File: src/common/playback_pkg.sv
`default_nettype none

package playback_pkg;

  // ========================================
  // sizes
  // ========================================
  localparam int data_w = 32;                 // sample width
  localparam int addr_w = 10;                 // ram address width
  localparam int depth  = 1 << addr_w;        // 1024 words

  // ========================================
  // enums
  // ========================================
  typedef enum logic {
    mode_stop = 1'b0,                         // halt after the last word
    mode_wrap = 1'b1                          // loop back to address 0
  } play_mode_e;

  typedef enum logic {
    st_idle   = 1'b0,
    st_stream = 1'b1                          // tvalid asserted
  } reader_state_e;

endpackage

`default_nettype wire
File: src/common/sample_ram_if.sv
`default_nettype none

interface sample_ram_if;
  import playback_pkg::*;

  // write side, from the loader
  logic              we;
  logic [addr_w-1:0] waddr;
  logic [data_w-1:0] wdata;

  // read side, address from the reader
  logic [addr_w-1:0] raddr;
  logic [data_w-1:0] rdata;                   // registered in the ram

  modport loader (
    output we, waddr, wdata
  );

  modport reader (
    output raddr,
    input  rdata
  );

  modport memory (
    input  we, waddr, wdata, raddr,
    output rdata
  );

endinterface

`default_nettype wire

File: src/hw/ram_loader.sv
`default_nettype none

module ram_loader (
  input  logic                            aclk,
  input  logic                            aresetn,
  input  logic                            wr_valid,
  input  logic                            wr_restart,
  input  logic [playback_pkg::data_w-1:0] wr_data,
  output logic [playback_pkg::addr_w-1:0] load_count,
  sample_ram_if.loader                    ram
);
  import playback_pkg::*;

  logic [addr_w-1:0] wr_ptr;
  logic              wr_fire;

  assign wr_fire = wr_valid & ~wr_restart;     // restart wins

  // pointer wraps at depth on its own width
  always_ff @(posedge aclk)
  begin
    if (!aresetn)
    begin
      wr_ptr <= '0;
    end
    else if (wr_restart)
    begin
      wr_ptr <= '0;
    end
    else if (wr_valid)
    begin
      wr_ptr <= wr_ptr + 1'b1;
    end
  end

  // write goes out on the same edge as the strobe
  assign ram.we    = wr_fire;
  assign ram.waddr = wr_ptr;
  assign ram.wdata = wr_data;

  assign load_count = wr_ptr;                 // host reads this for last_addr

endmodule

`default_nettype wire

File: src/flat_wrapper.sv
// flat-port wrapper written by rule: the top's interface ports become plain ports
module ram_loader_flat import playback_pkg::*;
  (aclk, aresetn, wr_valid, wr_restart, wr_data, load_count, ram_we, ram_waddr, ram_wdata);
  sample_ram_if ram_i ();
  input  logic aclk;
  input  logic aresetn;
  input  logic wr_valid;
  input  logic wr_restart;
  input  logic [playback_pkg::data_w-1:0] wr_data;
  output logic [playback_pkg::addr_w-1:0] load_count;
  output wire logic [$bits(ram_i.we)-1:0] ram_we;
  output wire logic [$bits(ram_i.waddr)-1:0] ram_waddr;
  output wire logic [$bits(ram_i.wdata)-1:0] ram_wdata;
  assign ram_we = ram_i.we;
  assign ram_waddr = ram_i.waddr;
  assign ram_wdata = ram_i.wdata;
  ram_loader u_core (.aclk(aclk), .aresetn(aresetn), .wr_valid(wr_valid), .wr_restart(wr_restart), .wr_data(wr_data), .load_count(load_count), .ram(ram_i));
endmodule
File: config.mk
export PLATFORM = sky130hd
export DESIGN_NAME = ram_loader_flat
export DESIGN_NICKNAME = d
export VERILOG_FILES = /design/src/common/playback_pkg.sv /design/src/common/sample_ram_if.sv /design/src/hw/ram_loader.sv /design/src/flat_wrapper.sv
export SDC_FILE = /design/constraint.sdc
export NUM_CORES = 1
export LEC_CHECK = 0
export BUFFER_PORTS_ARGS = -buffer_cell sky130_fd_sc_hd__buf_2
export CAP_MARGIN = 30
export CORE_UTILIZATION = 33
export CTS_CLUSTER_DIAMETER = 60
export DETAILED_ROUTE_END_ITERATION = 8
export PLACE_DENSITY = 0.84
export SETUP_SLACK_MARGIN = 0.2
export SLEW_MARGIN = 20
export SYNTH_ARGS = -nofsm -noshare
export SYNTH_HDL_FRONTEND = slang
export SYNTH_SLANG_ARGS = --single-unit
File: constraint.sdc
create_clock -name aclk -period 2.08 [get_ports aclk]
set_clock_uncertainty 0.2 [all_clocks]
set_input_delay 0.312 -clock aclk [delete_from_list [all_inputs] [get_ports aclk]]
set_output_delay 0.312 -clock aclk [all_outputs]
set_load 0.01 [all_outputs]
# Word-level counts from Yosys, hierarchy flattened
# Cells that the tools add are included.
[word_totals] word_cells=6 romBits=0 n_memories=0 in_bits=36 register_bits=10 latchBits=0 ramBits=0
[op_classes] n_shift=0 n_mux=0 order_cmp=0 div_mod_pow=0 bitwise=3 n_eq_ne=0 add_sub_neg=1 reduce_logical=1 n_mul=0
[op_table] cell="10-bit by 1-bit adder with 10-bit output (second input constant)" n=1
[op_table] cell="1-bit inverter" n=2
[op_table] cell="2-bit OR reduction" n=1
[op_table] cell="1-bit bitwise AND" n=1

# Longest topological paths before layout
[depth] word_depth=2 mapped_depth=4 depth_no_buf=4

# Worst setup path before layout
# No wires, ideal clock.
[synth_path] path_kind="flip-flop to flip-flop" from="reg u_core.wr_ptr[0] (netlist: u_core.load_count[0])" to="reg u_core.wr_ptr[8] (netlist: u_core.load_count[8])" path_buffers=0 required_time_ns=1.809 path_slack_ns=0.464 path_stages_with_launch=5 period_less_slack_ns=1.616 t_arrival_ns=1.345 cell_sequence="dfxtp_1 -> ha_1 -> nand2_1 -> or4_1 -> a21oi_1"
[synth_between] elab_chain_cells=1
[synth_rtl] element="start, declared" line_no="ram_loader.sv:14" source="logic [addr_w-1:0] wr_ptr;"
[synth_rtl] element="start signal, assigned" line_no="ram_loader.sv:32" source="wr_ptr <= wr_ptr + 1'b1;"
[synth_rtl] element="10-bit by 1-bit adder with 10-bit output" line_no="ram_loader.sv:32"
# No other way between the ends.
# A chain may end at the register's enable or synchronous reset.

# Final worst setup path
# Same ends and word-level chain as after synthesis.

==> flow_summary_export.csv <==
group,metric,value,unit
status,status,"finished, final reports clean",
power,power.leakage,0.0002793,uW
yosys,synth_top_area_cell,"buf_4",
yosys,muxShareOfSynthArea,1.305,%
min_path,holdPathStages,3,
cts,cts-resized-gates,0,
yosys,synthSimpleGateAreaFrac,16.64,%
power,ir_drop,0.0001461,V
setup_path,ff2ff_path_depth,4,
die,rows,17,
power,powerDensity,553.2,nW/um2
setup_path,startpoint_type,"flop",
grt,grt_overflow,0,
cts,root_buffer,"clkbuf_4",
yosys,synth_top_family_by_area,"buffers and inverters",
grt,grt_util_all_layers,9.599,%
placement,dp_cells,99,
yosys,synth_top_area_share,42.09,%
grt,antenna_found_initial,0,
die,die-area,2521,um2
timing,finalCritPeriodShare,82.09,%
detailed_routing,drtAntennaViolNets,0,
cts,cts_buffers,3,
setup_path,r2r-end,"u_core.load_count[8]",
cts,cts-hold-fix-buffers,0,
cts,cts_setup_buffers,0,
die,coreArea,2191,um2
yosys,post_synth_fa_ha_maj_area_fraction,1.631,%
detailed_routing,routedWlPerCell,11.99,um
timing,hold_viol_final,0,
min_path,hp-start,"wr_valid",
cts,clk_pin_slew_worst_paths,0.06,ns
yosys,synth_area_leaders,"buf_4, dfxtp_1, xor2_1, a21oi_1, or3_2",
yosys,avgSynthCellArea,8.428,um2
die,io_pins,89,
timing,tightest_slew,0.3701,ns
setup_path,critPathMaxFanout,7,
setup_path,crit_path_end_kind,"flop",
yosys,yosysWarnings,0,
timing,finalSetupViolCount,0,
detailed_routing,drt_first_iter_violations,8,
setup_path,critical_path_required,2.06,ns
detailed_routing,wirelength,1223,um
setup_path,worstPathArrival,1.69,ns
yosys,syn_area,767.0,um2
yosys,synth_xor_area_share,4.568,%
yosys,synth-compound-area-share,7.178,%
grt,grt_pass1_wl,1814,um
detailed_routing,num_vias,477,
final_layout,final_nets,113,
timing,whs,0.2361,ns
min_path,min_delay_worst_endpoint,"u_core.load_count[1]",
timing,setup_ws,0.3724,ns
die,die_w,50.21,um
die,initial_utilization,35.01,%
detailed_routing,dr.pass1.iters,4,
final_layout,instances_no_fill,102,
yosys,yosysSeqAreaShare,26.10,%
final_layout,largest_reg_flops,10,
detailed_routing,drc,0,
final_layout,diodes,0,
cts,cts_sinks,10,
die,chipHeight,50.21,um
yosys,synth_cells,91,
grt,grt_pass1_vias,435,
cts,cts_max_level,1,
timing,slew_headroom,75.33,%
run,max_cap_violations,0,
timing,fin_setup_tns,0,ns
min_path,worst_hold_path_type,"input pin to flop",
grt,grt_max_degree,11,
final_layout,drive_gt1_share,41.89,%
timing,max_freq,585.6,MHz
yosys,synth-seq-cells,10,
timing,drv_slew,0,
setup_path,rrSetupSlack,0.37,ns
final_layout,fillers,240,
detailed_routing,via_per_inst,4.676,
cts,cts_tree,"done",
placement,gp_congestion,0.8040,
cts,cts_max_path_buffers,2,
cts,clock_latency,0.25,ns
yosys,synth.net_count,128,
timing,layout_min_cycle_time,1.708,ns
setup_path,worstSetupPathType,"flop to flop",
placement,hpwl,954.3,um
final_layout,syn_to_final_growth,-19.41,%
placement,portBuffers,24,
timing,rsz0062_at_grt,"false",
setup_path,r2r_start,"u_core.load_count[0]",
placement,dp_slack,0.3812,ns
yosys,synth.distinct_cells,18,
## placed cells by master (no fill, tap or decap), types with 2 or more instances in the layout
master | Yosys | final
o21ai_0 | 3 | 3
or4_1 | 2 | 2
nand4_1 | 3 | 3
nand2_1 | 5 | 5
a21oi_1 | 5 | 5
clkbuf_4 | 0 | 3
o31ai_1 | 2 | 2
buf_2 | 0 | 24
dfxtp_1 | 10 | 10
xor2_1 | 3 | 3
nor2_1 | 5 | 5
or3_2 | 3 | 3
## power breakdown
part | total (uW) | internal, uW | switching (uW)
combinational | 19.1 | 8.27 | 10.9
sequential | 195 | 193 | 2.72
clock | 127 | 66.6 | 60.7
total | 342 | 268 | 74.3
## critical path, stage by stage, from the launching register on
cell and delay, ns:
dfxtp_1 0.46, ha_1 0.24, nand2_1 0.11, or4_1 0.47
a21oi_1 0.15
## layer usage
metal | vias to the layer above | part of all wire [%] | GRT usage [%]
li1 | 228 | - | -
met4 | 0 | 0.98 | 7.143
met2 | 24 | 50 | 15.11
met1 | 221 | 36 | 10.35
met5 | - | 0 | 0
met3 | 4 | 12 | 3.636
## final cells by class
cell class                 count  area (um2)  share of cell area [%]
sequential                    10       200.2                   32.39
multi-input combinational     37       240.2                   38.87
timing repair buffer          24       120.1                   19.43
tap                           28       35.03                   5.668
clock buffer                   3       22.52                   3.644
## cells in the mapped netlist
cell and number:
a21oi_1 5, buf_4 43, clkbuf_1 1, dfxtp_1 10, ha_1 1, mux2i_1 1, nand2_1 5, nand2b_1 1
nand4_1 3, nand4_4 1, nor2_1 5, nor2b_1 1, o21ai_0 3, o31ai_1 2, or3_2 3, or4_1 2
xnor2_1 1, xor2_1 3
## worst max-delay path by stage
stage                    startpoint              endpoint  slack [ns]
2_1_floorplan  u_core.load_count[0]  u_core.load_count[8]        0.46
3_3_place_gp   u_core.load_count[1]  u_core.load_count[8]        0.49
3_5_place_dp   u_core.load_count[0]  u_core.load_count[8]        0.38
4_1_cts        u_core.load_count[0]  u_core.load_count[8]        0.38
5_1_grt        u_core.load_count[0]  u_core.load_count[8]        0.30
6_report       u_core.load_count[0]  u_core.load_count[8]        0.37
## cells by family after synthesis
logic type,after synthesis
multiplexers,1
AND/OR/NAND/NOR,21
AO/OA/AOI/OAI,10
flip-flops,10
adder cells (fa/ha/maj),1
buffers and inverters,44
XOR/XNOR,4
## metrics by stage
stage	utilization [%]	area, um2	total power (uW)
finish	28.21	618.1	341.9
global route	28.21	618.1	359.0
CTS	28.21	618.1	341.2
detailed placement	27.18	595.6	219.2
global placement	27.18	595.6	218.5
floorplan	-	767.0	277.4
Power figures use the tool's default switching activity.
