File: config.mk
export PLATFORM = sky130hd
export DESIGN_NAME = stream_reader_flat
export DESIGN_NICKNAME = d
export VERILOG_FILES = /design/src/common/playback_pkg.sv /design/src/common/sample_ram_if.sv /design/src/playback/stream_reader.sv /design/src/flat_wrapper.sv
export SDC_FILE = /design/constraint.sdc
export NUM_CORES = 1
export LEC_CHECK = 0
export ABC_AREA = 1
export BUFFER_PORTS_ARGS = -buffer_cell sky130_fd_sc_hd__buf_2
export CAP_MARGIN = 20
export CORE_ASPECT_RATIO = 1.4
export CORE_MARGIN = 5
export CORE_UTILIZATION = 40
export CTS_CLUSTER_SIZE = 25
export DETAILED_ROUTE_END_ITERATION = 6
export PLACE_DENSITY = 0.78
export SETUP_SLACK_MARGIN = 0.4
export SYNTH_ARGS = -nofsm -noshare
export SYNTH_HDL_FRONTEND = slang
export SYNTH_SLANG_ARGS = --single-unit
File: constraint.sdc
create_clock -name aclk -period 2 [get_ports aclk]
set_clock_uncertainty 0.1 [all_clocks]
set_input_delay 0.2 -clock aclk [delete_from_list [all_inputs] [get_ports aclk]]
set_output_delay 0.2 -clock aclk [all_outputs]
set_load 0.02 [all_outputs]
File: src/common/playback_pkg.sv
`default_nettype none

package playback_pkg;

  // ========================================
  // sizes
  // ========================================
  localparam int data_w = 32;                 // sample width
  localparam int addr_w = 10;                 // ram address width
  localparam int depth  = 1 << addr_w;        // 1024 words

  // ========================================
  // enums
  // ========================================
  typedef enum logic {
    mode_stop = 1'b0,                         // halt after the last word
    mode_wrap = 1'b1                          // loop back to address 0
  } play_mode_e;

  typedef enum logic {
    st_idle   = 1'b0,
    st_stream = 1'b1                          // tvalid asserted
  } reader_state_e;

endpackage

`default_nettype wire
File: src/common/sample_ram_if.sv
`default_nettype none

interface sample_ram_if;
  import playback_pkg::*;

  // write side, from the loader
  logic              we;
  logic [addr_w-1:0] waddr;
  logic [data_w-1:0] wdata;

  // read side, address from the reader
  logic [addr_w-1:0] raddr;
  logic [data_w-1:0] rdata;                   // registered in the ram

  modport loader (
    output we, waddr, wdata
  );

  modport reader (
    output raddr,
    input  rdata
  );

  modport memory (
    input  we, waddr, wdata, raddr,
    output rdata
  );

endinterface

`default_nettype wire

File: src/playback/stream_reader.sv
`default_nettype none

module stream_reader (
  input  logic                            aclk,
  input  logic                            aresetn,
  input  logic [playback_pkg::addr_w-1:0] last_addr,
  input  playback_pkg::play_mode_e        mode,
  input  logic                            rewind,
  input  logic                            tready,
  output logic [playback_pkg::data_w-1:0] tdata,
  output logic                            tvalid,
  output logic                            tlast,
  output logic [playback_pkg::addr_w-1:0] position,
  sample_ram_if.reader                    ram
);
  import playback_pkg::*;

  reader_state_e     state;
  reader_state_e     state_next;
  logic [addr_w-1:0] pos;
  logic [addr_w-1:0] pos_next;
  logic              below_last;
  logic              xfer;

  // ========================================
  // registers
  // ========================================
  always_ff @(posedge aclk)
  begin
    if (!aresetn)
    begin
      pos   <= '0;
      state <= st_idle;
    end
    else
    begin
      pos   <= pos_next;
      state <= state_next;
    end
  end

  assign below_last = pos < last_addr;
  assign xfer       = tready & (state == st_stream);

  // ========================================
  // next position and state
  // ========================================
  always_comb
  begin
    pos_next   = pos;
    state_next = state;

    if ((state == st_idle) && below_last)
    begin
      state_next = st_stream;                 // arm when words remain
    end

    if (xfer)
    begin
      if (below_last)
      begin
        pos_next = pos + 1'b1;
      end
      else if (mode == mode_wrap)
      begin
        pos_next = '0;                        // loop, stream keeps going
      end
      else
      begin
        state_next = st_idle;                 // stop mode, p holds
      end
    end

    if (rewind)
    begin
      pos_next   = '0;                        // overrides everything above
      state_next = st_idle;
    end
  end

  // ========================================
  // ram look-ahead and stream outputs
  // ========================================
  // next position goes to the ram so rdata lines up with pos
  assign ram.raddr = pos_next;

  assign tdata    = ram.rdata;
  assign tvalid   = (state == st_stream);
  assign tlast    = (state == st_stream) & ~below_last;
  assign position = pos;

endmodule

`default_nettype wire

File: src/flat_wrapper.sv
// flat-port wrapper written by rule: the top's interface ports become plain ports
module stream_reader_flat import playback_pkg::*;
  (aclk, aresetn, last_addr, mode, rewind, tready, tdata, tvalid, tlast, position, ram_raddr, ram_rdata);
  sample_ram_if ram_i ();
  input  logic aclk;
  input  logic aresetn;
  input  logic [playback_pkg::addr_w-1:0] last_addr;
  input  playback_pkg::play_mode_e mode;
  input  logic rewind;
  input  logic tready;
  output logic [playback_pkg::data_w-1:0] tdata;
  output logic tvalid;
  output logic tlast;
  output logic [playback_pkg::addr_w-1:0] position;
  output wire logic [$bits(ram_i.raddr)-1:0] ram_raddr;
  input wire logic [$bits(ram_i.rdata)-1:0] ram_rdata;
  assign ram_raddr = ram_i.raddr;
  assign ram_i.rdata = ram_rdata;
  stream_reader u_core (.aclk(aclk), .aresetn(aresetn), .last_addr(last_addr), .mode(mode), .rewind(rewind), .tready(tready), .tdata(tdata), .tvalid(tvalid), .tlast(tlast), .position(position), .ram(ram_i));
endmodule
After elaboration in Yosys (flattened, before gate mapping)
Index checks and enable logic that the tools add are counted.
{ "totals": {"wordCells": 19, "in_bits": 47, "regBits": 11, "output_inout_bits": 54} }
{ "op_classes": {"n_bitwise": 5, "n_reduce_logical": 2, "n_lt_le_gt_ge": 1, "n_addsub": 1, "muxes": 8} }
{ "ops": {"columns": ["op", "n"], "rows": [
  ["10-bit 2-to-1 mux", 4],
  ["10-bit by 1-bit adder with 10-bit output, second input constant", 1],
  ["10-bit less-than comparator", 1],
  ["1-bit 2-to-1 mux", 4],
  ["1-bit inverter", 3],
  ["1-bit bitwise AND", 2],
  ["2-bit OR reduction", 1],
  ["1-bit logical AND", 1]
]} }

Depth between registers and ports, before layout
Gate-level depths: netlist (run 1).
{ "depth": {"depth_word": 6, "mapped_depth": 14, "ltp_nobuf": 14} }

Least setup slack after synthesis (run 1)
No wires, ideal clock.
{ "synth_timing": {"path_kind": "register to output", "start": "register u_core.pos[3], in the netlist u_core.position[3]", "end": "output port ram_raddr[2]", "setup_slack_ns": -0.147, "stages_incl_launch_ff": 12, "arrival_ns": 1.847, "n_path_buf": 1, "required_time_ns": 1.700, "cell_sequence": "dfxtp_1 ha_1 nand2_1 nand2_1 nand2_1 nand2_1 nand2_1 nand3_2 buf_6 nor3_1 a21oi_1 nor2_1"} }
{ "synth_via": {"elab_chain_cells": 4} }
{ "synth_lines": {"columns": ["element", "line_no", "source"], "rows": [
  ["start: declaration", "stream_reader.sv:20", "logic [addr_w-1:0] pos;"],
  ["start signal: assignment", "stream_reader.sv:37", "pos <= pos_next;"],
  ["10-bit less-than comparator", "stream_reader.sv:42", "assign below_last = pos < last_addr;"],
  ["10-bit 2-to-1 mux", "stream_reader.sv:60", "if (below_last)"],
  ["10-bit 2-to-1 mux", "stream_reader.sv:58", "if (xfer)"],
  ["10-bit 2-to-1 mux", "stream_reader.sv:74", "if (rewind)"],
  ["end: declaration", "flat_wrapper.sv:15", "output wire logic [$bits(ram_i.raddr)-1:0] ram_raddr;"]
]} }
Every way passes these cells.

Worst setup path in the final report (run 1)
{ "layout_timing": {"start": "register u_core.pos[8], in the netlist u_core.position[8]", "end": "output port ram_raddr[4]"} }
The elaborated chain is that of the path after synthesis.

==> results.toml, run 1 <==
[routing]
vias = 1452
vias_per_cell = 4.87
routedWlPerCell_um = 13.2
post-route-drc-count = 0
drt-total-wl_um = 3920
drtPass1Iterations = 4
drt_first_iter_violations = 47
drt.antenna.violating_nets = 0

[power_and_ir_drop]
p_leak_nw = 1.02
max-vdd-ir-drop_mv = 0.318
power.density_cell_area_mw_per_mm2 = 342
post-layout-total-power_mw = 0.665

[clock_tree]
ctsHtreeMaxLevel = 1
cts.reportedPaths.clkPinSlew_ns = 0.05
tritoncts_clock_tree = "built"
cts-hold-fix-buffers = 0
cts_buffers = 3
clk_root_buffer_cell = "sky130_fd_sc_hd__clkbuf_8"
clk-insertion-delay-late_ns = 0.25
clockBufferDepth = 2
clock-sinks = 11

[die]
floorplan.core_area_mm2 = 0.00318
initial_utilization_pct = 41.9
die_y_um = 78.4
die-area_mm2 = 0.00461
core.rowCount = 24
dieWidth_um = 58.8
floorplan.io_pins = 101

[place]
io_buffer_count = 36
hpwl_um = 2780
globalplace.congestion = 0.947
pre_cts_ws_ns = -0.0124

[worst_hold_path]
hp-class = "in2reg"

[logic_synthesis]
synth_adder_area_share_pct = 9.37
synth-async-reset-ratio_pct = 0
synth_compound_gate_area_share_pct = 5.06
ys_top_cells_by_area = "sky130_fd_sc_hd__nand2_1 19%, sky130_fd_sc_hd__buf_4 18%, sky130_fd_sc_hd__dfxtp_1 16%"
synth_cell_type_count = 22
netlist.area_leader.share_pct = 19.4
summed_instance_area_of_the_synthesized_netlist_mm2 = 0.00134
synth-edff-count = 0
combinational_family_with_the_most_area_after_synthesis = "simple AND/OR/NAND/NOR gates"
yosys.area_share.xor_xnor_pct = 1.97
yosysWarnings = 0
ys_seq_elements = 11
synth.largest_area_cell = "sky130_fd_sc_hd__nand2_1"
synthesis.instances = 227
synthSimpleGateAreaFrac_pct = 36.8
post_synthesis_net_count = 284
muxShareOfSynthArea_pct = 0
synth.top_cells.by_count = "69 x sky130_fd_sc_hd__nand2_1, 34 x sky130_fd_sc_hd__inv_1, 32 x sky130_fd_sc_hd__buf_4"
synth_seq_area_share_pct = 16.5
postSynthAreaPerCell_um2 = 5.88
synthMostInstantiatedCell = "sky130_fd_sc_hd__nand2_1"
postSynth.topFlopCell = "sky130_fd_sc_hd__dfxtp_1"

[sta]
minimum_clock_period_after_layout_ns = 2.20
max-slew-margin-rel_pct = 77.5
tightest_slew_ns = 0.336
report.final.slew_viol_count = 0
finalHoldViolCount = 0
maxClockFrequency_mhz = 455
rsz0062_at_grt = "yes"
hold_ws_ns = 0.0434
final_setup_margin_ns = -0.196
finalCritPeriodShare_pct = 110
setup_viol = 12

[finish]
drive_gt1_share_pct = 51.7
multiInputGateArea_um2 = 981
filler_cell_count = 284
area_growth_pct = 45.9
area_occupied_by_registers_um2 = 253
finish.net_count = 317
antenna-diode-count = 0

[outcome]
failed_checks = "setup timing"
status = "complete, but fails checks"

[setup_path]
max_stage_delay_ns = 0.36
largest_fanout_of_any_net_on_the_critical_path = 4
critPathArrivalTime_ns = 1.90
worstPathCellList = "ha_4 > nand2_4 > nor2_4 > nand3_4 > nand3_4 > buf_6 > nand2_2 > nand2_1 > nand2_1 > nand3_2 > inv_2 > buf_6"
setup.worst_path.end_class = "primary output"
critical-path-top-delay-family = "simple AND/OR/NAND/NOR gates"
path_buf_inv = 3
worst_ep_required_time_ns = 1.70
slowest_stage = "sky130_fd_sc_hd__dfxtp_4"
worst-setup-path-type = "reg2out"
cp-start-kind = "register"

[grt]
grt_antenna_before_repair = 0
number_of_global_route_vias_before_repair = 1549
global_route_wire_length_before_repair_um = 6590
overflow = 0
maximum_number_of_pins_on_one_net_before_global_route_repair = 11
total_global_routing_track_utilization_pct = 17.9

[job]
maxCapViolations = 0
## cell families (layout without fill, tap and decap cells)
| logic type | count (synthesis) | after routing |
|---|---|---|
| and+or+nand+nor | 117 | 117 |
| buffers and inverters | 73 | 105 |
| AOI/OAI and AO/OA | 13 | 13 |
| DFF | 11 | 11 |
| adders and majority gates | 10 | 10 |
| xor gates and xnor gates | 3 | 3 |
## registers in the layout (all words and copies together), names as in the netlist
name             cells
u_core.position     10
u_core.tvalid        1
## per-stage QoR
step                cell area (um^2)  util (%)  setup TNS, ns  cells
global route                    1950      61.2          -2.88    298
finish                          1950      61.2          -1.90    298
global placement                1620      50.9              0    284
detailed placement              1620      50.9        -0.0124    284
floorplan                       1520         -              0    227
CTS                             1840      57.7          -1.94    295
## worst register-to-register path, delay by kind of cell, from the launching register on
| kind | cells | cell delay, ns |
|---|---|---|
| adder cells (fa/ha/maj) | 1 | 0.27 |
| AND/OR/NAND/NOR | 9 | 0.70 |
| buffers and inverters | 6 | 0.62 |
| flip-flops | 1 | 0.36 |
## path summary, 6_finish.rpt
check        slack, ns  depth (start not counted)            endpoint               start
max              -0.20                         12        ram_raddr[4]  u_core.position[8]
min               0.04                          2       u_core.tvalid              tready
max reg2reg      -0.12                         16  u_core.position[8]  u_core.position[8]
min reg2reg       0.49                          2       u_core.tvalid       u_core.tvalid
## layer usage
layer,part of all wire [%],wire [um],vias up,global-route usage [%]
met3,6.4,252,7,2.30
met2,55,2170,43,32.9
met5,0,0,-,0
met4,1.7,67,0,9.75
li1,-,-,724,-
met1,36,1430,678,18.8
## cells in the final DEF, fill, tap and decap left out, types with 8 or more instances in the layout
cell type / count
sky130_fd_sc_hd__buf_6: 18
sky130_fd_sc_hd__ha_4: 8
sky130_fd_sc_hd__nand2_1: 54
sky130_fd_sc_hd__buf_2: 25
sky130_fd_sc_hd__buf_4: 20
sky130_fd_sc_hd__dfxtp_4: 8
sky130_fd_sc_hd__nor2_1: 19
sky130_fd_sc_hd__inv_2: 13
sky130_fd_sc_hd__inv_1: 23
sky130_fd_sc_hd__nand2_2: 10
## power by group
part,leakage [nW],switching [mW],internal [mW]
Sequential,0.0965,0.00685,0.216
Clock,0.0228,0.0975,0.141
Combinational,0.896,0.114,0.0899
Total,1.02,0.218,0.447
## what timing repair did
action / CTS / global route
resized for setup: 37 / 24
pin swaps: 14 / 11
endpoints found under the setup margin: 22 / 22
buffers inserted: 7 / 3
## area by class of cell
cell class,instances,share of cell area [%]
sequential,11,13.0
multi-input combinational,143,50.4
tap,39,2.50
timing repair buffer,63,24.5
clock buffer,4,2.31
inverter,38,7.32
(Power assumes the default switching activity.)
==> run 2: changes to the inputs <==
Settings changed: CORE_MARGIN 5 to 8.
==> run 2 against run 1 <==
The run still ends with setup timing left; critical path type unchanged; sequential power about the same; largest power group unchanged; combinational power decreased by 4%; flip-flop and latch count unchanged; critical endpoint unchanged; final area decreased by 2.0%; clock-buffer cell count unchanged; hold slack improved by 0.0089 ns; utilization decreased by 3.1 points.
==> results.toml, run 2 (synthesized netlist as in run 1, its figures left out) <==
[place]
place_area_mm2 = 0.00164
hpwl_um = 2990
dp.cells = 287
globalplace.congestion = 0.922
io_buffer_count = 36

[routing]
vias_per_cell = 5.10
routedWlPerCell_um = 14.3
drtPass1Iterations = 4
drt_first_iter_violations = 90
vias = 1521
post-route-drc-count = 0
drt.antenna.violating_nets = 0
drt-total-wl_um = 4270

[power_and_ir_drop]
p_leak_nw = 0.979
max-vdd-ir-drop_mv = 0.341
power.density_cell_area_mw_per_mm2 = 343
post-layout-total-power_mw = 0.654

[die]
die_y_um = 84.4
dieWidth_um = 64.8
floorplan.io_pins = 101
die-area_mm2 = 0.00547
core.rowCount = 25
initial_utilization_pct = 40.6
floorplan.core_area_mm2 = 0.00328

[worst_hold_path]
hp-class = "in2reg"
worst_hold_path.num_cells = 2

[clock_tree]
cts_buffers = 3
clk-insertion-delay-late_ns = 0.25
tritoncts_clock_tree = "built"
ctsHtreeMaxLevel = 1
clock-sinks = 11
cts-hold-fix-buffers = 0
cts.reportedPaths.clkPinSlew_ns = 0.05
clk_root_buffer_cell = "sky130_fd_sc_hd__clkbuf_8"
clockBufferDepth = 2

[finish]
stdcell_count = 298
mostFrequentLayoutCell = "sky130_fd_sc_hd__nand2_1"
number_of_flip_flops_in_the_largest_register = 10
final_cell_mix = "57 x sky130_fd_sc_hd__nand2_1, 25 x sky130_fd_sc_hd__buf_2, 24 x sky130_fd_sc_hd__inv_1"
finish.net_count = 316
drive_gt1_share_pct = 51.2
final_design_area_no_fill_mm2 = 0.00191
antenna-diode-count = 0
fin_util_pct = 58.1
area_growth_pct = 43.0

[grt]
number_of_global_route_vias_before_repair = 1496
maximum_number_of_pins_on_one_net_before_global_route_repair = 11
total_global_routing_track_utilization_pct = 14.7
overflow = 0
grt_antenna_before_repair = 0
global_route_wire_length_before_repair_um = 6580

[setup_path]
cp-start-kind = "register"
worstRegToRegCells = 10
critPathArrivalTime_ns = 1.96
worst-setup-path-type = "reg2out"
largest_fanout_of_any_net_on_the_critical_path = 6
worst_ep_required_time_ns = 1.70
setup.worst_path.end_class = "primary output"

[sta]
setup_viol = 11
finalHoldViolCount = 0
minimum_clock_period_after_layout_ns = 2.26
finalCritPeriodShare_pct = 113
maxClockFrequency_mhz = 442
max-slew-margin-rel_pct = 77.9
final_setup_margin_ns = -0.261
hold_ws_ns = 0.0523
tightest_slew_ns = 0.330
rsz0062_at_grt = "yes"
report.final.slew_viol_count = 0

[outcome]
status = "complete, but fails checks"
failed_checks = "setup timing"

[job]
maxCapViolations = 0
## run 2: where the power goes
part | internal, mW | total, mW | switching, mW
clock network | 0.141 | 0.236 | 0.0953
registers | 0.216 | 0.223 | 0.00604
logic | 0.0822 | 0.196 | 0.113
## run 2: area by class of cell
| cell class | count | area, um^2 |
|---|---|---|
| Sequential cell | 11 | 253 |
| Tap cell | 40 | 50.0 |
| Fill cell | 293 | 1380 |
| Multi-Input combinational cell | 143 | 960 |
| Timing Repair Buffer | 62 | 459 |
| Inverter | 38 | 143 |
| Clock buffer | 4 | 45.0 |
## run 2: what timing repair did
item / CTS / global route
gates resized for setup: 31 / 21
hold endpoints to repair: 0 / 0
endpoints found under the setup margin: 22 / 22
buffers inserted: 5 / 2
pin swaps: 3 / 19
## run 2: critical path, stage by stage, from the launching register on
cell and delay, ns:
sky130_fd_sc_hd__dfxtp_4 0.35, sky130_fd_sc_hd__ha_4 0.25, sky130_fd_sc_hd__a21o_1 0.20, sky130_fd_sc_hd__nor2_4 0.15
sky130_fd_sc_hd__nand3_4 0.14, sky130_fd_sc_hd__buf_6 0.16, sky130_fd_sc_hd__nand2_2 0.04, sky130_fd_sc_hd__nand2_1 0.06
sky130_fd_sc_hd__nand2_1 0.08, sky130_fd_sc_hd__nand3_2 0.10, sky130_fd_sc_hd__inv_2 0.07, sky130_fd_sc_hd__buf_6 0.11
## run 2: through the flow
step	setup slack (ns)	TNS, ns
after floorplan	0.222	0
after global placement	-0.0240	-0.0240
after detailed placement	-0.0494	-0.0656
after CTS	-0.189	-1.62
after global routing	-0.342	-3.20
final	-0.261	-2.21
## run 2: final timing paths
kind	startpoint	endpoint	slack (ns)
worst max-delay path	u_core.position[9]	ram_raddr[4]	-0.26
worst min-delay path	tready	u_core.tvalid	0.05
worst max register to register	u_core.position[9]	u_core.position[2]	0.04
worst min register to register	u_core.tvalid	u_core.tvalid	0.50
## run 2: metal layers
| metal | GRT usage, % | up-vias | wire length (um) |
|---|---|---|---|
| met5 | 0 | - | 0 |
| met4 | 9.56 | 0 | 220 |
| met3 | 2.80 | 30 | 256 |
| met2 | 27.0 | 72 | 2300 |
| met1 | 14.3 | 697 | 1490 |
| li1 | - | 722 | - |
